### src/verilog/rv_pkg.sv
package rv_pkg;

  localparam int xlen       = 32;
  localparam int reg_addr_w = 5;
  localparam int alu_op_w   = 4;
  localparam int cmp_op_w   = 3;

  // Major opcodes
  localparam logic [6:0] op_lui     = 7'b0110111;
  localparam logic [6:0] op_auipc   = 7'b0010111;
  localparam logic [6:0] op_jal     = 7'b1101111;
  localparam logic [6:0] op_jalr    = 7'b1100111;
  localparam logic [6:0] op_branch  = 7'b1100011;
  localparam logic [6:0] op_load    = 7'b0000011;
  localparam logic [6:0] op_store   = 7'b0100011;
  localparam logic [6:0] op_reg_imm = 7'b0010011;
  localparam logic [6:0] op_reg_reg = 7'b0110011;
  localparam logic [6:0] op_system  = 7'b1110011;

  localparam logic [6:0] funct7_alt = 7'b0100000; // SUB, SRA, SRAI

  localparam logic [alu_op_w-1:0] alu_add    = 4'd0;
  localparam logic [alu_op_w-1:0] alu_sub    = 4'd1;
  localparam logic [alu_op_w-1:0] alu_sll    = 4'd2;
  localparam logic [alu_op_w-1:0] alu_slt    = 4'd3;
  localparam logic [alu_op_w-1:0] alu_sltu   = 4'd4;
  localparam logic [alu_op_w-1:0] alu_xor    = 4'd5;
  localparam logic [alu_op_w-1:0] alu_srl    = 4'd6;
  localparam logic [alu_op_w-1:0] alu_sra    = 4'd7;
  localparam logic [alu_op_w-1:0] alu_or     = 4'd8;
  localparam logic [alu_op_w-1:0] alu_and    = 4'd9;
  localparam logic [alu_op_w-1:0] alu_pass_b = 4'd10;

  // Same values as the branch funct3 field
  localparam logic [cmp_op_w-1:0] cmp_eq  = 3'b000;
  localparam logic [cmp_op_w-1:0] cmp_ne  = 3'b001;
  localparam logic [cmp_op_w-1:0] cmp_lt  = 3'b100;
  localparam logic [cmp_op_w-1:0] cmp_ge  = 3'b101;
  localparam logic [cmp_op_w-1:0] cmp_ltu = 3'b110;
  localparam logic [cmp_op_w-1:0] cmp_geu = 3'b111;

  typedef struct packed {
    logic [6:0] funct7;
    logic [4:0] rs2;
    logic [4:0] rs1;
    logic [2:0] funct3;
    logic [4:0] rd;
    logic [6:0] opcode;
  } r_fmt_t;

  typedef struct packed {
    logic [11:0] imm;
    logic [4:0]  rs1;
    logic [2:0]  funct3;
    logic [4:0]  rd;
    logic [6:0]  opcode;
  } i_fmt_t;

  typedef struct packed {
    logic [6:0] imm_hi;
    logic [4:0] rs2;
    logic [4:0] rs1;
    logic [2:0] funct3;
    logic [4:0] imm_lo;
    logic [6:0] opcode;
  } s_fmt_t;

  typedef struct packed {
    logic       imm_12;
    logic [5:0] imm_10_5;
    logic [4:0] rs2;
    logic [4:0] rs1;
    logic [2:0] funct3;
    logic [3:0] imm_4_1;
    logic       imm_11;
    logic [6:0] opcode;
  } b_fmt_t;

  typedef struct packed {
    logic [19:0] imm;
    logic [4:0]  rd;
    logic [6:0]  opcode;
  } u_fmt_t;

  typedef struct packed {
    logic       imm_20;
    logic [9:0] imm_10_1;
    logic       imm_11;
    logic [7:0] imm_19_12;
    logic [4:0] rd;
    logic [6:0] opcode;
  } j_fmt_t;

  // One instruction word, six views of it
  typedef union packed {
    r_fmt_t r_fmt;
    i_fmt_t i_fmt;
    s_fmt_t s_fmt;
    b_fmt_t b_fmt;
    u_fmt_t u_fmt;
    j_fmt_t j_fmt;
  } insn_t;

endpackage

### src/verilog/rv_alu.sv
module rv_alu (
  input  logic [rv_pkg::xlen-1:0]     rs1_data,
  input  logic [rv_pkg::xlen-1:0]     rs2_data,
  input  logic [rv_pkg::xlen-1:0]     pc,
  input  logic [rv_pkg::xlen-1:0]     imm,
  input  logic                        a_sel_pc,
  input  logic                        b_sel_imm,
  input  logic [rv_pkg::alu_op_w-1:0] alu_op,
  input  logic [rv_pkg::cmp_op_w-1:0] cmp_op,
  output logic [rv_pkg::xlen-1:0]     result,
  output logic                        cmp_true
);

  logic [rv_pkg::xlen-1:0] a;
  logic [rv_pkg::xlen-1:0] b;
  logic [4:0] shamt;

  assign a     = a_sel_pc ? pc : rs1_data;  // PC for AUIPC
  assign b     = b_sel_imm ? imm : rs2_data;
  assign shamt = b[4:0];

  always_comb begin
    case (alu_op)
      rv_pkg::alu_add:    result = a + b;
      rv_pkg::alu_sub:    result = a - b;
      rv_pkg::alu_sll:    result = a << shamt;
      rv_pkg::alu_slt:    result = {31'd0, $signed(a) < $signed(b)};
      rv_pkg::alu_sltu:   result = {31'd0, a < b};
      rv_pkg::alu_xor:    result = a ^ b;
      rv_pkg::alu_srl:    result = a >> shamt;
      rv_pkg::alu_sra:    result = $unsigned($signed(a) >>> shamt);
      rv_pkg::alu_or:     result = a | b;
      rv_pkg::alu_and:    result = a & b;
      rv_pkg::alu_pass_b: result = b; // LUI
      default:            result = a + b;
    endcase
  end

  // Branch compare always works on the two registers
  always_comb begin
    case (cmp_op)
      rv_pkg::cmp_eq:  cmp_true = (rs1_data == rs2_data);
      rv_pkg::cmp_ne:  cmp_true = (rs1_data != rs2_data);
      rv_pkg::cmp_lt:  cmp_true = $signed(rs1_data) < $signed(rs2_data);
      rv_pkg::cmp_ge:  cmp_true = $signed(rs1_data) >= $signed(rs2_data);
      rv_pkg::cmp_ltu: cmp_true = (rs1_data < rs2_data);
      rv_pkg::cmp_geu: cmp_true = (rs1_data >= rs2_data);
      default:         cmp_true = 1'b0;
    endcase
  end

endmodule

### src/verilog/rv_decode.sv
module rv_decode (
  input  rv_pkg::insn_t                   insn,
  output logic [rv_pkg::reg_addr_w-1:0]   rs1_addr,
  output logic [rv_pkg::reg_addr_w-1:0]   rs2_addr,
  output logic [rv_pkg::reg_addr_w-1:0]   rd_addr,
  output logic [rv_pkg::xlen-1:0]         imm,
  output logic [rv_pkg::alu_op_w-1:0]     alu_op,
  output logic [rv_pkg::cmp_op_w-1:0]     cmp_op,
  output logic                            a_sel_pc,
  output logic                            b_sel_imm,
  output logic                            is_branch,
  output logic                            is_jal,
  output logic                            is_jalr,
  output logic                            is_load,
  output logic                            is_store,
  output logic                            is_ecall,
  output logic                            writes_rd
);

  logic [6:0] opcode;
  logic [2:0] funct3;
  logic [6:0] funct7;
  logic [6:0] shamt_hi;
  logic [rv_pkg::xlen-1:0] imm_i;
  logic [rv_pkg::xlen-1:0] imm_s;
  logic [rv_pkg::xlen-1:0] imm_b;
  logic [rv_pkg::xlen-1:0] imm_u;
  logic [rv_pkg::xlen-1:0] imm_j;

  // Shared decode of funct3 into an ALU op, alt picks SUB or SRA
  function automatic logic [rv_pkg::alu_op_w-1:0] alu_from_f3(input logic [2:0] f3,
                                                              input logic alt);
    case (f3)
      3'b000:  return alt ? rv_pkg::alu_sub : rv_pkg::alu_add;
      3'b001:  return rv_pkg::alu_sll;
      3'b010:  return rv_pkg::alu_slt;
      3'b011:  return rv_pkg::alu_sltu;
      3'b100:  return rv_pkg::alu_xor;
      3'b101:  return alt ? rv_pkg::alu_sra : rv_pkg::alu_srl;
      3'b110:  return rv_pkg::alu_or;
      default: return rv_pkg::alu_and;
    endcase
  endfunction

  assign opcode   = insn.r_fmt.opcode;
  assign funct3   = insn.r_fmt.funct3;
  assign funct7   = insn.r_fmt.funct7;
  assign shamt_hi = insn.i_fmt.imm[11:5];
  assign rs1_addr = insn.r_fmt.rs1;
  assign rs2_addr = insn.r_fmt.rs2;
  assign rd_addr  = insn.r_fmt.rd;

  assign imm_i = {{20{insn.i_fmt.imm[11]}}, insn.i_fmt.imm};
  assign imm_s = {{20{insn.s_fmt.imm_hi[6]}}, insn.s_fmt.imm_hi, insn.s_fmt.imm_lo};
  assign imm_b = {{19{insn.b_fmt.imm_12}}, insn.b_fmt.imm_12, insn.b_fmt.imm_11,
                  insn.b_fmt.imm_10_5, insn.b_fmt.imm_4_1, 1'b0};
  assign imm_u = {insn.u_fmt.imm, 12'b0};
  assign imm_j = {{11{insn.j_fmt.imm_20}}, insn.j_fmt.imm_20, insn.j_fmt.imm_19_12,
                  insn.j_fmt.imm_11, insn.j_fmt.imm_10_1, 1'b0};

  always_comb begin
    imm       = imm_i;
    alu_op    = rv_pkg::alu_add;
    cmp_op    = rv_pkg::cmp_eq;
    a_sel_pc  = 1'b0;
    b_sel_imm = 1'b1;
    is_branch = 1'b0;
    is_jal    = 1'b0;
    is_jalr   = 1'b0;
    is_load   = 1'b0;
    is_store  = 1'b0;
    is_ecall  = 1'b0;
    writes_rd = 1'b0;
    case (opcode)
      rv_pkg::op_lui: begin
        imm       = imm_u;
        alu_op    = rv_pkg::alu_pass_b;
        writes_rd = 1'b1;
      end
      rv_pkg::op_auipc: begin
        imm       = imm_u;
        a_sel_pc  = 1'b1;
        writes_rd = 1'b1;
      end
      rv_pkg::op_jal: begin
        imm       = imm_j;
        is_jal    = 1'b1;
        writes_rd = 1'b1;
      end
      rv_pkg::op_jalr: begin
        is_jalr   = (funct3 == 3'b000);
        writes_rd = (funct3 == 3'b000);
      end
      rv_pkg::op_branch: begin
        imm       = imm_b;
        cmp_op    = funct3;
        is_branch = (funct3[2:1] != 2'b01); // 010 and 011 are not branches
      end
      rv_pkg::op_load: begin
        is_load   = (funct3 == 3'b010); // LW only
        writes_rd = (funct3 == 3'b010);
      end
      rv_pkg::op_store: begin
        imm      = imm_s;
        is_store = (funct3 == 3'b010);
      end
      rv_pkg::op_reg_imm: begin
        alu_op = alu_from_f3(funct3, funct3 == 3'b101 && insn.i_fmt.imm[10]);
        writes_rd = (funct3[1:0] != 2'b01) || (shamt_hi == 7'd0) ||
                    (funct3 == 3'b101 && shamt_hi == rv_pkg::funct7_alt);
      end
      rv_pkg::op_reg_reg: begin
        b_sel_imm = 1'b0;
        alu_op    = alu_from_f3(funct3, insn.r_fmt.funct7[5]);
        writes_rd = (funct7 == 7'd0) ||
                    (funct7 == rv_pkg::funct7_alt && (funct3 == 3'b000 || funct3 == 3'b101));
      end
      rv_pkg::op_system: begin
        is_ecall = (insn.i_fmt.imm == 12'd0) && (insn.i_fmt.rs1 == 5'd0) &&
                   (insn.i_fmt.funct3 == 3'd0) && (insn.i_fmt.rd == 5'd0);
      end
      default: begin
        // Unsupported, no write and PC + 4
      end
    endcase
  end

endmodule

### src/verilog/rv_regfile.sv
module rv_regfile (
  input  logic                          clk,
  input  logic                          rst,
  input  logic [rv_pkg::reg_addr_w-1:0] rs1_addr,
  input  logic [rv_pkg::reg_addr_w-1:0] rs2_addr,
  input  logic [rv_pkg::reg_addr_w-1:0] rd_addr,
  input  logic                          rd_we,
  input  logic [rv_pkg::xlen-1:0]       rd_wdata,
  output logic [rv_pkg::xlen-1:0]       rs1_data,
  output logic [rv_pkg::xlen-1:0]       rs2_data
);

  logic [rv_pkg::xlen-1:0] regs [1:31]; // No storage for x0

  always_ff @(posedge clk) begin
    if (rst) begin
      for (int i = 1; i < 32; i++) begin
        regs[i] <= '0;
      end
    end else if (rd_we && rd_addr != '0) begin
      regs[rd_addr] <= rd_wdata;
    end
  end

  assign rs1_data = (rs1_addr == '0) ? '0 : regs[rs1_addr];
  assign rs2_data = (rs2_addr == '0) ? '0 : regs[rs2_addr];

endmodule

### src/verilog/rv_control.sv
module rv_control #(
  parameter logic [rv_pkg::xlen-1:0] reset_pc = '0
) (
  input  logic                    clk,
  input  logic                    rst,
  input  logic                    wb_ack,
  input  logic [rv_pkg::xlen-1:0] wb_rdata,
  input  logic                    is_branch,
  input  logic                    is_jal,
  input  logic                    is_jalr,
  input  logic                    is_load,
  input  logic                    is_store,
  input  logic                    is_ecall,
  input  logic                    writes_rd,
  input  logic [rv_pkg::xlen-1:0] imm,
  input  logic [rv_pkg::xlen-1:0] alu_result,
  input  logic                    cmp_true,
  input  logic [rv_pkg::xlen-1:0] rs2_data,
  output rv_pkg::insn_t           insn,
  output logic [rv_pkg::xlen-1:0] pc,
  output logic                    wb_cyc,
  output logic                    wb_stb,
  output logic                    wb_we,
  output logic [rv_pkg::xlen-1:0] wb_adr,
  output logic [rv_pkg::xlen-1:0] wb_wdata,
  output logic                    rd_we,
  output logic [rv_pkg::xlen-1:0] rd_wdata,
  output logic                    halt
);

  localparam logic [1:0] st_fetch   = 2'd0;
  localparam logic [1:0] st_execute = 2'd1;
  localparam logic [1:0] st_mem     = 2'd2;
  localparam logic [1:0] st_halt    = 2'd3;

  logic [1:0] state;
  logic [rv_pkg::xlen-1:0] pc_plus4;
  logic [rv_pkg::xlen-1:0] next_pc;
  logic fetch_start;
  logic fetch_done;
  logic mem_done;

  assign pc_plus4    = pc + 32'd4;
  assign fetch_start = (state == st_fetch) && !wb_cyc; // Bus idle, issue fetch
  assign fetch_done  = (state == st_fetch) && wb_cyc && wb_ack;
  assign mem_done    = (state == st_mem) && wb_ack;

  always_comb begin
    if (is_jalr) begin
      next_pc = {alu_result[rv_pkg::xlen-1:1], 1'b0};
    end else if (is_jal || (is_branch && cmp_true)) begin
      next_pc = pc + imm;
    end else begin
      next_pc = pc_plus4; // Also covers unsupported encodings
    end
  end

  // Loads write on the data ack, everything else at the end of execute
  assign rd_we = (state == st_execute && writes_rd && !is_load) || (mem_done && is_load);
  assign rd_wdata = is_load ? wb_rdata : (is_jal || is_jalr) ? pc_plus4 : alu_result;
  assign halt = (state == st_halt);

  always_ff @(posedge clk) begin
    if (rst) begin
      state  <= st_fetch;
      pc     <= reset_pc;
      wb_cyc <= 1'b0;
      wb_stb <= 1'b0;
      wb_we  <= 1'b0;
    end else begin
      case (state)
        st_fetch: begin
          if (fetch_start) begin
            wb_cyc <= 1'b1;
            wb_stb <= 1'b1;
            wb_we  <= 1'b0;
          end else if (fetch_done) begin
            wb_cyc <= 1'b0;
            wb_stb <= 1'b0;
            state  <= st_execute;
          end
        end
        st_execute: begin
          if (is_ecall) begin
            state <= st_halt;
          end else if (is_load || is_store) begin
            wb_cyc <= 1'b1;
            wb_stb <= 1'b1;
            wb_we  <= is_store;
            state  <= st_mem;
          end else begin
            pc    <= next_pc;
            state <= st_fetch;
          end
        end
        st_mem: begin
          if (wb_ack) begin
            wb_cyc <= 1'b0;
            wb_stb <= 1'b0;
            wb_we  <= 1'b0;
            pc     <= pc_plus4;
            state  <= st_fetch;
          end
        end
        default: begin
          // Halted until reset
        end
      endcase
    end
  end

  // Instruction register and bus payload
  always_ff @(posedge clk) begin
    if (fetch_done) begin
      insn <= wb_rdata;
    end
    if (fetch_start) begin
      wb_adr <= pc;
    end else if (state == st_execute) begin
      wb_adr   <= alu_result; // Effective address of LW/SW
      wb_wdata <= rs2_data;
    end
  end

endmodule

### src/verilog/rv_core.sv
module rv_core #(
  parameter logic [rv_pkg::xlen-1:0] reset_pc = '0
) (
  input  logic                    clk,
  input  logic                    rst,
  output logic                    halt,
  output logic                    wb_cyc,
  output logic                    wb_stb,
  output logic                    wb_we,
  output logic [rv_pkg::xlen-1:0] wb_adr,
  output logic [rv_pkg::xlen-1:0] wb_wdata,
  input  logic [rv_pkg::xlen-1:0] wb_rdata,
  input  logic                    wb_ack
);

  rv_pkg::insn_t insn;
  logic [rv_pkg::xlen-1:0] pc;
  logic [rv_pkg::xlen-1:0] imm;
  logic [rv_pkg::xlen-1:0] rs1_data;
  logic [rv_pkg::xlen-1:0] rs2_data;
  logic [rv_pkg::xlen-1:0] alu_result;
  logic [rv_pkg::xlen-1:0] rd_wdata;
  logic [rv_pkg::reg_addr_w-1:0] rs1_addr;
  logic [rv_pkg::reg_addr_w-1:0] rs2_addr;
  logic [rv_pkg::reg_addr_w-1:0] rd_addr;
  logic [rv_pkg::alu_op_w-1:0] alu_op;
  logic [rv_pkg::cmp_op_w-1:0] cmp_op;
  logic a_sel_pc;
  logic b_sel_imm;
  logic cmp_true;
  logic rd_we;
  logic is_branch;
  logic is_jal;
  logic is_jalr;
  logic is_load;
  logic is_store;
  logic is_ecall;
  logic writes_rd;

  rv_control #(
    .reset_pc (reset_pc)
  ) i_rv_control (
    .clk        (clk),
    .rst        (rst),
    .wb_ack     (wb_ack),
    .wb_rdata   (wb_rdata),
    .is_branch  (is_branch),
    .is_jal     (is_jal),
    .is_jalr    (is_jalr),
    .is_load    (is_load),
    .is_store   (is_store),
    .is_ecall   (is_ecall),
    .writes_rd  (writes_rd),
    .imm        (imm),
    .alu_result (alu_result),
    .cmp_true   (cmp_true),
    .rs2_data   (rs2_data),
    .insn       (insn),
    .pc         (pc),
    .wb_cyc     (wb_cyc),
    .wb_stb     (wb_stb),
    .wb_we      (wb_we),
    .wb_adr     (wb_adr),
    .wb_wdata   (wb_wdata),
    .rd_we      (rd_we),
    .rd_wdata   (rd_wdata),
    .halt       (halt)
  );

  rv_decode i_rv_decode (
    .insn      (insn),
    .rs1_addr  (rs1_addr),
    .rs2_addr  (rs2_addr),
    .rd_addr   (rd_addr),
    .imm       (imm),
    .alu_op    (alu_op),
    .cmp_op    (cmp_op),
    .a_sel_pc  (a_sel_pc),
    .b_sel_imm (b_sel_imm),
    .is_branch (is_branch),
    .is_jal    (is_jal),
    .is_jalr   (is_jalr),
    .is_load   (is_load),
    .is_store  (is_store),
    .is_ecall  (is_ecall),
    .writes_rd (writes_rd)
  );

  rv_alu i_rv_alu (
    .rs1_data  (rs1_data),
    .rs2_data  (rs2_data),
    .pc        (pc),
    .imm       (imm),
    .a_sel_pc  (a_sel_pc),
    .b_sel_imm (b_sel_imm),
    .alu_op    (alu_op),
    .cmp_op    (cmp_op),
    .result    (alu_result),
    .cmp_true  (cmp_true)
  );

  rv_regfile i_rv_regfile (
    .clk      (clk),
    .rst      (rst),
    .rs1_addr (rs1_addr),
    .rs2_addr (rs2_addr),
    .rd_addr  (rd_addr),
    .rd_we    (rd_we),
    .rd_wdata (rd_wdata),
    .rs1_data (rs1_data),
    .rs2_data (rs2_data)
  );

endmodule

### config.mk
export PLATFORM = sky130hd
export DESIGN_NAME = rv_core
export DESIGN_NICKNAME = d
export VERILOG_FILES = /design/src/verilog/rv_pkg.sv /design/src/verilog/rv_alu.sv /design/src/verilog/rv_decode.sv /design/src/verilog/rv_regfile.sv /design/src/verilog/rv_control.sv /design/src/verilog/rv_core.sv
export SDC_FILE = /design/constraint.sdc
export NUM_CORES = 2
export LEC_CHECK = 0
export CAP_MARGIN = 40
export CORE_MARGIN = 4
export CORE_UTILIZATION = 54
export CTS_BUF_LIST = sky130_fd_sc_hd__clkbuf_8
export DETAILED_ROUTE_END_ITERATION = 10
export DONT_BUFFER_PORTS = 1
export GPL_TIMING_DRIVEN = 0
export PLACE_DENSITY_LB_ADDON = 0.05
export SYNTH_ARGS = -nofsm -noshare
export SYNTH_HDL_FRONTEND = slang
export SYNTH_HIERARCHICAL = 1
export SYNTH_SLANG_ARGS = --single-unit
### constraint.sdc
create_clock -name clk -period 9.5 [get_ports clk]
set_input_delay 1.9 -clock clk [delete_from_list [all_inputs] [get_ports clk]]
set_output_delay 1.9 -clock clk [all_outputs]
set_load 0.01 [all_outputs]
# Word level (Yosys, flattened, before mapping)

Memory sizes are Yosys's and may differ from the RTL's. A register that Yosys moved wholly into a read port is not among the register bits.
Cells that the tools add are included.

Bits in registers: 132
Latch bits: 0
Bits in writable memories: 992
Bits in read-only memories: 0
Input port bits: 35
Output and inout port bits: 68
Word-level logic and storage cells: 176
Memories: 1

$add $sub $neg: 4
Multiply operators: 0
Div/mod/pow operators: 0
Order comparisons: 6
Eq/ne operators: 47
Shifts and indexed selects: 3
Multiplexer cells: 59
Bitwise operators: 4
Reductions and logical operators: 45

Memory list:

| memory            | words | width | read ports | clocked after memory_dff | wr ports | line             | RTL |
|---|---|---|---|---|---|---|---|
| i_rv_regfile.regs | 31    | 32    | 2          | 2                        | 31       | rv_regfile.sv:13 | `logic [rv_pkg::xlen-1:0] regs [1:31];` |

Operators by type and width:

| operator                | count |
|---|---|
| $mux W32                | 14 |
| $pmux W32 S10           | 1 |
| $lt A32 B32 Y1          | 4 |
| $pmux W31 S4            | 1 |
| $add A32 B32 Y32        | 2 |
| $ge A32 B32 Y1          | 2 |
| $pmux W32 S2            | 1 |
| $pmux W4 S7             | 2 |
| $add A32 B3 Y32 const B | 1 |
| $and A32 B32 Y32        | 1 |
| $eq A32 B32 Y1          | 1 |
| $ne A32 B32 Y1          | 1 |
| $or A32 B32 Y32         | 1 |
| $reduce_or A32 Y1       | 1 |
| $shl A32 B5 Y32         | 1 |
| $shr A32 B5 Y32         | 1 |
| $sshr A32 B5 Y32        | 1 |
| $sub A32 B32 Y32        | 1 |
| $xor A32 B32 Y32        | 1 |
| $eq A7 B6 Y1 const B    | 4 |
| $eq A7 B7 Y1 const B    | 4 |
| $mux W1                 | 25 |
| $eq A3 B3 Y1 const B    | 7 |
| $eq A4 B3 Y1 const B    | 4 |
| 37 further kinds        | 86 |

# Longest topological paths before layout

Depth in word-level cells: 14
Gate-level depth with buffers: 31
Gate-level depth less buffers: 22

# Cells and area by module

Netlist, hierarchy kept.

By module, submodules not included:

| module     | times used | cells each | area an instance (µm²) | seq. area each (µm²) |
|---|---|---|---|---|
| rv_regfile | 1          | 3,765      | 54,633.6               | 30,749.5 |
| rv_alu     | 1          | 1,625      | 10,308.6               | 0.0 |
| rv_control | 1          | 882        | 8,284.2                | 3,603.5 |
| rv_decode  | 1          | 130        | 820.8                  | 0.0 |

# Least setup slack after synthesis

Ideal clock, no wire load.

Path type: flip-flop to flip-flop
Start: reg i_rv_control/insn[20] in the netlist's numbering
End: mem i_rv_regfile/regs[10][15] in the netlist's numbering (data pin)
Arrival time: 6.464 ns
Slack: 2.905 ns
Stages on the path, launching flop included: 30
Buffers on the path: 11
Clock period less this slack: 6.595 ns
Cell sequence: edfxtp_1 > buf_4 > clkbuf_2 > buf_6 > buf_6 > buf_6 > mux4_2 > a2111oi_0 > nor3_1 > inv_1 > o21a_1 > clkbuf_1 > buf_1 > clkbuf_1 > clkbuf_1 > ha_1 > clkbuf_1 > nor3_1 > o21ai_1 > a2111oi_1 > nor3_1 > o31ai_1 > nand2_1 > a31oi_1 > a21oi_1 > a21oi_1 > mux2i_1 > o21ai_0 > clkbuf_1 > and2_1

RTL lines:

| item                     | line              | RTL |
|---|---|---|
| start: declaration       | rv_control.sv:19  | `output rv_pkg::insn_t insn,` |
| start signal: assignment | rv_control.sv:115 | `insn <= wb_rdata;` |
| end: declaration         | rv_regfile.sv:13  |  |

==> impl_metrics.toml <==
[setup_path]
path_max_fanout = 11
timing.rr.start = "i_rv_control/insn[20]"
cp-end-kind = "flop"
critPathKind = "flop to flop"
r2r-end = "i_rv_regfile/regs[28][16]"
slowest_stage = "clkbuf_1"
r2r_cells = 31
r2r_slack_ps = -180
crit_path_start_kind = "flop"
crit_arrival_ps = 10530
worstPathRequired_ps = 10350
endpoint = "i_rv_regfile/regs[28][16]"
max_stage_delay_ps = 820
setup.worst_path.start = "i_rv_control/insn[20]"

[route]
drc = 0
drt_iter0_drc = 11290
routed-via-count = 64783
wl_per_cell_um = 40.5
vias_per_cell = 7.28
drt_wl_total_um = 361000
ant_nets = 0
drt-pass1-iter-count = 8

[status]
run_status = "finished, violations left"
violations = "negative setup slack"

[timing]
fmax_mhz = 103
period_minus_slack_ps = 9680
final.setup.tns_ps = -7560
worst_slack_ps = -177
finalHoldViolCount = 0
setup_violations = 113
worst_slew_pin_slew_ps = 1170
maxSlewViolCount = 0
rsz0062_at_grt = "no"
hold_ws_ps = 509
fin_worst_skew_ps = 72.9
max_slew_margin_pct = 21.5
timing.final.crit_share_pct = 102

[power_and_ir_drop]
finalPower_mw = 21.0
p_leak_nw = 32.1
p_per_area_mw_per_mm2 = 250
vdd.ir_drop.worst_uv = 169

[clock_network]
cts_tree = "done"
clock_latency_ps = 1010
cts-hold-fix-buffers = 0
htreeDepth = 4
cts.sinks = 1156
cts_inserted_buffers = 193
root_buffer = "clkbuf_8"
cts.clk_slew.worst_paths_ps = 70
clk_path_buf_depth = 3

[synth]
syn_area_per_cell_um2 = 11.6
synthesis.area_mm2 = 0.0740
synth-edff-count = 1120
async_reset_ff_share_pct = 0
synth_cell_types = 112
ys_warn_count = 6
ys.flop_type = "edfxtp_1"
synth_cells = 6402
synth.ff_latch_count = 1156
seq_area_frac_synth_pct = 46.4

[die]
fp.dieW_um = 378
pin_count = 103
core_mm2 = 0.136
fp.dieH_um = 378
rows = 135
start_util_pct = 54.5
die_area_mm2 = 0.143

[cells_and_area]
layout_commonest_cell = "edfxtp_1"
fin_util_pct = 61.8
final_cell_mix = "edfxtp_1, and2_1, mux2i_1"
fin_nets = 7143
fill_cells = 11070
syn2layout_area_growth_pct = 13.3
layout-drive-gt1-share_pct = 19.2

[placed_design]
numPortBuffers = 0
dp_hpwl_um = 270000
gp_congestion = 1.07

[global_routing]
grt_pass1_wl_um = 489000
grt_antenna_before_repair = 23
grt_overflow = 0
grt_pass1_vias = 61276
grtUsageTotal_pct = 49.8
grt_max_degree = 33

[run]
cap_violations = 0

[worst_hold_path]
hold_path.class = "flop to flop"
==> power by group <==
group	switching, mW	internal [mW]
logic	7.27	2.93
clock network	2.22	2.13
registers	0.350	6.07
==> flip-flops by register name, summed over array words and instances, names as in the netlist <==
name / count
i_rv_control/wb_wdata: 32
i_rv_regfile/regs: 1024
i_rv_control/wb_adr: 32
i_rv_control/state: 2
i_rv_control/wb_stb: 1
i_rv_control/pc: 32
i_rv_control/insn: 32
i_rv_control/wb_we: 1
==> worst min path at each step <==
stage | to | slack (ps) | cells after the start | start
2_1_floorplan | i_rv_control/state[1] | 480 | 2 | i_rv_control/state[1]
5_1_grt | i_rv_control/state[1] | 540 | 2 | i_rv_control/state[1]
6_report | i_rv_control/state[1] | 510 | 2 | i_rv_control/state[1]
4_1_cts | i_rv_control/state[1] | 510 | 2 | i_rv_control/state[1]
3_3_place_gp | i_rv_control/state[1] | 500 | 2 | i_rv_control/state[1]
3_5_place_dp | i_rv_control/state[1] | 510 | 2 | i_rv_control/state[1]
==> Yosys cell counts, types with 22 or more instances <==
library cell	instances	area, um2
nand2_1	308	1160
mux2i_1	477	4770
a31oi_1	24	150
a22oi_1	131	983
or2_2	38	238
o211ai_1	30	225
a22o_1	57	499
a221oi_1	41	359
a21o_1	45	338
buf_4	47	353
o22ai_1	91	569
inv_1	127	477
o21ai_0	212	1060
nand4_1	29	181
nand2b_1	31	194
buf_2	92	460
nor3_1	73	365
xnor2_1	46	403
nor2_1	280	1050
mux4_2	356	8020
dfxtp_1	36	721
a211oi_1	80	601
and2_1	1011	6320
clkbuf_1	420	1580
nand3_1	56	280
inv_2	22	82.6
buf_1	25	93.8
mux2_2	67	754
o21ai_1	50	250
a2111oi_1	33	330
nor4_1	57	357
a2111oi_0	32	280
nor2b_1	77	482
ha_1	165	2060
o21bai_1	22	165
buf_6	22	248
edfxtp_1	1120	33600
a21oi_1	297	1490
==> per-layer routing <==
metal  vias up  track usage [%]  routed length [um]
li1      25298                -                   -
met1     31262             57.8              116000
met2      6386             70.9              149000
met3      1817             20.3               53500
met4        20             44.3               42600
met5         -             1.03                 303
==> critical path, delay by kind of cell, from the launching register on <==
family                     cells  cell delay [ps]
xor gates and xnor gates       1              220
buffers and inverters         16             4500
adders and majority gates      1              320
and+or+nand+nor                3             1040
muxes                          1              160
AOI/OAI and AO/OA              9             2710
DFF                            1              520
==> metrics by stage <==
stage	instances	area [um2]	setup WS (ps)
floorplan	6433	74200	2900
global placement	8214	76400	-6120
detailed placement	8497	79500	-2480
CTS	8853	83400	8.24
global route	8883	83800	5.58
finish	8903	83900	-177
==> cells by family (layout without fill, tap and decap cells) <==
kind of cell	after synthesis	after routing	synth area share [%]
AO/OA/AOI/OAI	1302	1302	11.8
AND/OR/NAND/NOR	2052	2052	15.4
flip-flops	1156	1156	46.4
buffers and inverters	759	1422	4.47
multiplexers	903	903	18.4
other	1	58	0.00506
XOR/XNOR	61	61	0.722
adder cells (fa/ha/maj)	168	168	2.87
==> timing repair <==
item                       in CTS  in global routing
setup endpoints to repair    1040                696
resized for setup              58                 61
setup buffers                  10                  7
pin swaps                       3                  3
==> final cells by class <==
type / instances / area, um2 / share of cell area, %
Timing Repair Buffer: 319 / 3180 / 3.79
Multi-Input combinational cell: 4518 / 37000 / 44.1
Clock buffer: 193 / 2660 / 3.17
Inverter: 152 / 571 / 0.680
Buffer: 600 / 2790 / 3.33
Sequential cell: 1156 / 34400 / 41.0
Clock inverter: 158 / 1030 / 1.23
Tap cell: 1781 / 2230 / 2.66
Antenna cell: 26 / 65.1 / 0.0776
No activity file was read; power rests on OpenSTA's default activity.
